### config.mk
export PLATFORM = sky130hd
export DESIGN_NAME = mmu_page_check
export DESIGN_NICKNAME = d
export VERILOG_FILES = /design/src/hw/mmu_pkg.sv /design/src/hw/mmu_page_check.sv
export SDC_FILE = /design/constraint.sdc
export NUM_CORES = 1
export LEC_CHECK = 0
export BUFFER_PORTS_ARGS = -buffer_cell sky130_fd_sc_hd__buf_2
export CORE_MARGIN = 4
export CORE_UTILIZATION = 46
export CTS_CLUSTER_DIAMETER = 40
export CTS_CLUSTER_SIZE = 12
export DETAILED_ROUTE_END_ITERATION = 8
export GPL_TIMING_DRIVEN = 0
export PLACE_DENSITY = 0.82
export SYNTH_ARGS = -nofsm -noshare
export SYNTH_HDL_FRONTEND = slang
export SYNTH_SLANG_ARGS = --single-unit
export TNS_END_PERCENT = 30
### constraint.sdc
create_clock -name AS -period 3.7 [get_ports AS]
set_input_delay 0.185 -clock AS [delete_from_list [all_inputs] [get_ports AS]]
set_output_delay 0.185 -clock AS [all_outputs]
set_load 0.1 [all_outputs]
### src/hw/mmu_pkg.sv
`default_nettype none

package mmu_pkg;

   // ------------------------------
   // Widths and sizes
   // ------------------------------
   localparam int VADDR_W   = 23;
   localparam int CTX_W     = 3;
   localparam int PMEG_W    = 8;
   localparam int PPN_W     = 12;
   localparam int OFFS_W    = 10;
   localparam int PADDR_W   = PPN_W + OFFS_W;
   localparam int MAP_IDX_W = 12;
   localparam int NUM_LANES = 4;

   localparam logic [2:0] FC_CONTROL  = 3'd3;
   localparam logic [2:0] FC_SUP_PROG = 3'd6;

   // Word 0 is the upper half, word 1 the lower half
   typedef struct packed {
      logic             valid;
      logic [5:0]       prot;
      logic [2:0]       ptype;
      logic             acc;
      logic             mod;
      logic [3:0]       rsvd_w0;
      logic [3:0]       rsvd_w1;
      logic [PPN_W-1:0] ppn;
   } page_entry_t;

   typedef enum logic [2:0] {
      XLATE,
      PMAP0,
      PMAP1,
      SMAP,
      CONTEXT,
      ERROR_REG,
      ENABLE_REG,
      NONE
   } access_kind_e;

   typedef struct packed {
      logic [VADDR_W-1:0] addr;
      logic [2:0]         fc;
      logic               write;
      logic               uds;
      logic               lds;
      logic [15:0]        wdata;
   } cpu_req_t;

   typedef struct packed {
      access_kind_e         kind;
      cpu_req_t             req;
      logic [MAP_IDX_W-1:0] page_index;
      logic [PMEG_W-1:0]    pmeg;
      logic [15:0]          ctx_rdata;
      logic                 boot_bypass;
   } seg_stage_t;

   typedef struct packed {
      logic                 we;
      logic [MAP_IDX_W-1:0] index;
      logic [7:0]           data;
   } lane_wr_t;

   typedef struct packed {
      logic        ack;
      logic        berr;
      logic [15:0] rdata;
   } mmu_resp_t;

   typedef struct packed {
      logic [PPN_W-1:0]   ppn;
      logic [1:0]         space;
      logic               boot;
      logic [PADDR_W-1:0] paddr;
   } phys_t;

endpackage

`default_nettype wire

### src/hw/mmu_page_check.sv
`timescale 1ns/1ps
`default_nettype none

module mmu_page_check
   import mmu_pkg::*;
(
   input  logic                        AS,
   input  logic                        P_RESET_n,
   input  seg_stage_t                  stage,
   input  logic                        stage_valid,
   input  logic [NUM_LANES-1:0][7:0]   lane_data,
   output lane_wr_t [NUM_LANES-1:0]    lane_wr,
   output mmu_resp_t                   resp,
   output phys_t                       phys,
   output logic [7:0]                  sys_enable,
   output logic                        boot_state
);

   seg_stage_t                chk_q;
   logic                      chk_valid;
   page_entry_t               entry;
   logic [2:0]                rights;
   logic                      prot_ok;
   logic                      xlate;
   logic                      fault;
   logic                      is_write;
   logic [NUM_LANES-1:0]      lane_we;
   logic [NUM_LANES-1:0][7:0] lane_wdata;
   logic [15:0]               rdata;
   phys_t                     phys_next;
   logic                      ack_q;
   logic                      berr_q;
   logic [15:0]               rdata_q;
   logic [7:0]                err_q;
   logic [7:0]                enable_q;

   always_ff @(posedge AS or negedge P_RESET_n)
   begin
      if (!P_RESET_n)
         chk_valid <= 1'b0;
      else
         chk_valid <= stage_valid;
   end

   always_ff @(posedge AS)
   begin
      chk_q <= stage;
   end

   // Lane 1 and 0 form word 0, lane 3 and 2 word 1
   assign entry    = {lane_data[1], lane_data[0], lane_data[3], lane_data[2]};
   assign is_write = chk_q.req.write;
   assign xlate    = (chk_q.kind == XLATE) && !chk_q.boot_bypass;

   // ------------------------------
   // Protection check
   // ------------------------------
   assign rights = chk_q.req.fc[2] ? entry.prot[5:3] : entry.prot[2:0];

   always_comb
   begin
      case ({chk_q.req.fc[1], is_write})
         2'b00:   prot_ok = rights[2];
         2'b01:   prot_ok = rights[1];
         2'b10:   prot_ok = rights[0];
         default: prot_ok = 1'b0;
      endcase
   end

   assign fault = xlate && (!entry.valid || !prot_ok);

   // ------------------------------
   // Page map writes
   // ------------------------------
   always_comb
   begin
      lane_we = '0;
      for (int i = 0; i < NUM_LANES; i++)
         lane_wdata[i] = i[0] ? chk_q.req.wdata[15:8] : chk_q.req.wdata[7:0];
      case (chk_q.kind)
         XLATE:
         begin
            // Statistics write-back
            if (xlate && !fault)
            begin
               lane_we[0]    = 1'b1;
               lane_wdata[0] = {entry.ptype[1:0], 1'b1, entry.mod | is_write, 4'b0};
            end
         end
         PMAP0:
         begin
            lane_we[0] = is_write && chk_q.req.lds;
            lane_we[1] = is_write && chk_q.req.uds;
         end
         PMAP1:
         begin
            lane_we[2] = is_write && chk_q.req.lds;
            lane_we[3] = is_write && chk_q.req.uds;
         end
         default:
            lane_we = '0;
      endcase
      for (int i = 0; i < NUM_LANES; i++)
         lane_wr[i] = '{we: chk_valid && lane_we[i],
                        index: chk_q.page_index,
                        data: lane_wdata[i]};
   end

   // Read data, zero on writes
   always_comb
   begin
      rdata = '0;
      if (!is_write)
      begin
         case (chk_q.kind)
            PMAP0:      rdata = {entry.valid, entry.prot, entry.ptype,
                                 entry.acc, entry.mod, 4'b0};
            PMAP1:      rdata = {4'b0, entry.ppn};
            SMAP:       rdata = {8'b0, chk_q.pmeg};
            CONTEXT:    rdata = chk_q.ctx_rdata;
            ERROR_REG:  rdata = {8'b0, err_q};
            ENABLE_REG: rdata = {8'b0, enable_q};
            default:    rdata = '0;
         endcase
      end
   end

   always_comb
   begin
      if (chk_q.boot_bypass)
         phys_next = '{ppn:   chk_q.req.addr[PADDR_W-1:OFFS_W],
                       space: 2'b00,
                       boot:  1'b1,
                       paddr: chk_q.req.addr[PADDR_W-1:0]};
      else
         phys_next = '{ppn:   entry.ppn,
                       space: entry.ptype[1:0],
                       boot:  1'b0,
                       paddr: {entry.ppn, chk_q.req.addr[OFFS_W-1:0]}};
   end

   // ------------------------------
   // Response, error and enable
   // ------------------------------
   always_ff @(posedge AS or negedge P_RESET_n)
   begin
      if (!P_RESET_n)
      begin
         ack_q    <= 1'b0;
         berr_q   <= 1'b0;
         err_q    <= '0;
         enable_q <= '0;
      end
      else
      begin
         ack_q  <= chk_valid && !fault;
         berr_q <= chk_valid && fault;
         // Bit 7 invalid page, bit 3 protection
         if (chk_valid && fault)
            err_q <= {~entry.valid, 3'b000, entry.valid, 3'b000};
         if (chk_valid && chk_q.kind == ENABLE_REG && is_write && chk_q.req.lds)
            enable_q <= chk_q.req.wdata[7:0];
      end
   end

   always_ff @(posedge AS)
   begin
      rdata_q <= rdata;
      phys    <= phys_next;
   end

   assign resp       = '{ack: ack_q, berr: berr_q, rdata: rdata_q};
   assign sys_enable = enable_q;
   assign boot_state = ~enable_q[7];

endmodule

`default_nettype wire

==> metrics.md <==
| Metric | Value |
|---|---|
| Die ar. | 11400 um2 |
| Status | finished clean |
| Post-DP Area | 5930 um2 |
| RSZ-0062 raised after global routing | no |
| Mapped Area | 4490 um2 |
| Min-delay worst type | input pin to register |
| Max Freq | 330 MHz |
| Fin area | 7490 um2 |
| First-pass GRT wire length | 24400 um |
| Clk network pwr share | 0.354 |
| CTS Buf Count | 17 |
| Routed wire length | 16200 um |
| Top area cells in the synthesized netlist | dfxtp_1 55%, buf_4 14%, dfrtp_1 7.3% |
| Internal | 2.78 mW |
| Multi-input gate area | 963 um2 |
| Clk_skew | 11.4 ps |
| Num ports | 268 |
| Vias per cell | 4.75 |
| Part of the power in registers | 0.369 |
| Maximum root-to-sink buffer count | 2 |
| Worst Hold Slack | 19.6 ps |
| DRC viols | 0 |
| CP arrival | 2840 ps |
| Switching share of power | 0.373 |
| Share of layout cells above drive strength 1 | 0.536 |
| Mean area per synthesized cell | 12.2 um2 |
| Worst VDD drop | 0.460 mV |
| First-pass iteration count of the detailed router | 5 |
| Total GRT Usage | 0.283 |
| Kind of critical path | register to output pin |
| Largest net degree at the start of global routing | 17 |
| Pleak | 3.74 nW |
| Nets | 864 |
| Core ar. | 9370 um2 |
| Post-synth EDFFs | 0 |
| Worst slew pin tran | 1220 ps |
| Max-slew violation count | 0 |
| Syn Inst Count | 368 |
| Vias in the first global route | 4663 |
| CTS tree | done |
| Top post-synthesis cells by count | 124 x dfxtp_1, 86 x buf_4, 23 x mux2_2 |
| DP HPWL | 10000 um |
| Seq/Total Area, Yosys | 0.626 |
| Endpoints failing hold | 0 |
| Reg area | 2810 um2 |
| Yosys Warn Count | 0 |
| DR vias | 4209 |
| Slew headroom | 0.185 |
| Die height | 107 um |
| Row count | 35 |
| Period utilization | 0.818 |
| Most common cell in the netlist | dfxtp_1 |
| # fillers | 567 |
| Sw power | 1.65 mW |
| Final Wtd Congestion | 0.822 |
| Startpoint types | register |
| Synth area leader | dfxtp_1 |
| Total gr overflow | 0 |
| Max-Cap Viols | 0 |
| H-tree depth | 4 |
| IO Port Bufs | 257 |
| Post-route setup TNS | 0 ps |
| Clock tree sinks | 137 |
| Post-CTS setup buffers | 0 |
| P&R area growth vs syn | 67.1% |
| Post-route ant nets | 0 |
| Iter 0 DRT Violations | 190 |
| Crit Path Max Fanout | 10 |
| Post-CTS Resized | 0 |
| Later-pin clock latency in the skew report | 520 ps |
| Clock-pin slew on the worst setup and hold paths | 60 ps |
| PwrDens | 592 nW/um2 |
| DR WL/cell | 18.2 um |
| Yosys top cell area share | 0.553 |
| Yosys cell types | 39 |
| Worst Setup End Kind | output pin |
| Minimum clock period | 3030 ps |
| Clk root buf | clkbuf_8 |
| Die width | 107 um |
| Async set-reset flop share out of synthesis | 0.0949 |
| Initial antenna violation count | 0 |
| Final setup viols | 0 |
| Synth Flop Type | dfxtp_1 |
| Comb power frac | 0.277 |
| Starting Density | 0.479 |
| Crit path required time | 3510 ps |
| Post-Syn Nets | 488 |
| Synth Register Bits | 137 |
==> flip-flops by register name, summed over array words and instances (netlist names) <==
register	count
is_write	1
lane_wr	28
rdata_q	16
chk_valid	1
berr_q	1
phys	25
err_q	2
chk_q	54
sys_enable	8
ack_q	1
==> worst max-delay path, cell delays in order, from the launching register on <==
cell      delay (ps)
dfxtp_1          320
clkbuf_1         360
nor2b_1          120
a222oi_1         570
nor2_2           270
mux2_4           260
buf_2            420
==> power groups by stage <==
stage,registers [mW],logic [mW],clock network [mW]
after floorplan,1.96,0.621,0
after global placement,1.65,1.12,0
after detailed placement,1.66,1.13,0
after CTS,1.63,1.21,1.58
after global routing,1.64,1.26,1.66
final,1.64,1.23,1.57
==> worst paths after layout <==
kind / to / startpoint / cells past startpoint / slack, ps
max: lane_wr[6] / is_write / 6 / 670
min: rdata_q[14] / lane_data[14] / 3 / 20
min reg2reg: phys[5] / chk_q[64] / 0 / 330
max reg2reg: rdata_q[3] / chk_q[82] / 4 / 1600
min in group asynchronous: sys_enable[0] / P_RESET_n / 2 / 110
max in group asynchronous: err_q[3] / P_RESET_n / 2 / 3330
==> per-layer routing <==
| layer | vias to the layer above | wire length, um | global-route usage |
|---|---|---|---|
| li1 | 1909 | - | - |
| met1 | 2010 | 5530 | 0.278 |
| met2 | 248 | 8870 | 0.539 |
| met3 | 42 | 1220 | 0.0837 |
| met4 | 0 | 532 | 0.132 |
| met5 | - | 0 | 0 |
==> layout by cell type, fill, tap and decap left out, drive strengths merged, types with 2 or more instances in the layout <==
| master | instances |
|---|---|
| buf | 348 |
| dfxtp | 124 |
| dlygate4sd3 | 100 |
| clkbuf | 27 |
| mux2 | 26 |
| nor2b | 14 |
| a22oi | 14 |
| dfrtp | 13 |
| nor2 | 13 |
| inv | 8 |
| a21oi | 7 |
| clkinv | 7 |
| nand2 | 6 |
| nor3 | 5 |
| a22o | 5 |
| mux2i | 5 |
| and2b | 3 |
| and3 | 3 |
| nand3 | 3 |
| o21ai | 3 |
| a211oi | 3 |
| a221oi | 2 |
| o22ai | 2 |
| and2 | 2 |
==> per-stage QoR <==
stage                     total power [mW]  utilization  std cells  setup slack (ps)
after global routing                  4.56        0.799        886               358
after global placement                2.77        0.633        754              1260
after CTS                             4.42        0.799        886               625
after floorplan                       2.58            -        368               887
after detailed placement              2.79        0.633        754              1190
final                                 4.43        0.800        887               674
==> cell families (layout without fill, tap and decap cells) <==
family,after synthesis,in the layout,share of synthesized area
DFF,137,137,0.626
buffers and inverters,103,492,0.159
and+or+nand+nor,54,54,0.0656
AOI/OAI and AO/OA,43,43,0.0703
muxes,31,31,0.0789
other,0,1,0
==> timing repair <==
item,in CTS,in global routing
hold endpoints to repair,118,0
hold buffers,100,0
endpoints found under the setup margin,0,0
==> layout make-up <==
| class | instances | area share |
|---|---|---|
| Antenna cell | 1 | 0.000334 |
| Clock buffer | 18 | 0.0558 |
| Clock inverter | 14 | 0.0185 |
| Buffer | 100 | 0.0938 |
| Multi-Input combinational cell | 128 | 0.129 |
| Sequential cell | 137 | 0.375 |
| Inverter | 3 | 0.00150 |
| Tap cell | 129 | 0.0215 |
| Timing Repair Buffer | 357 | 0.305 |
(Power assumes the default switching activity.)
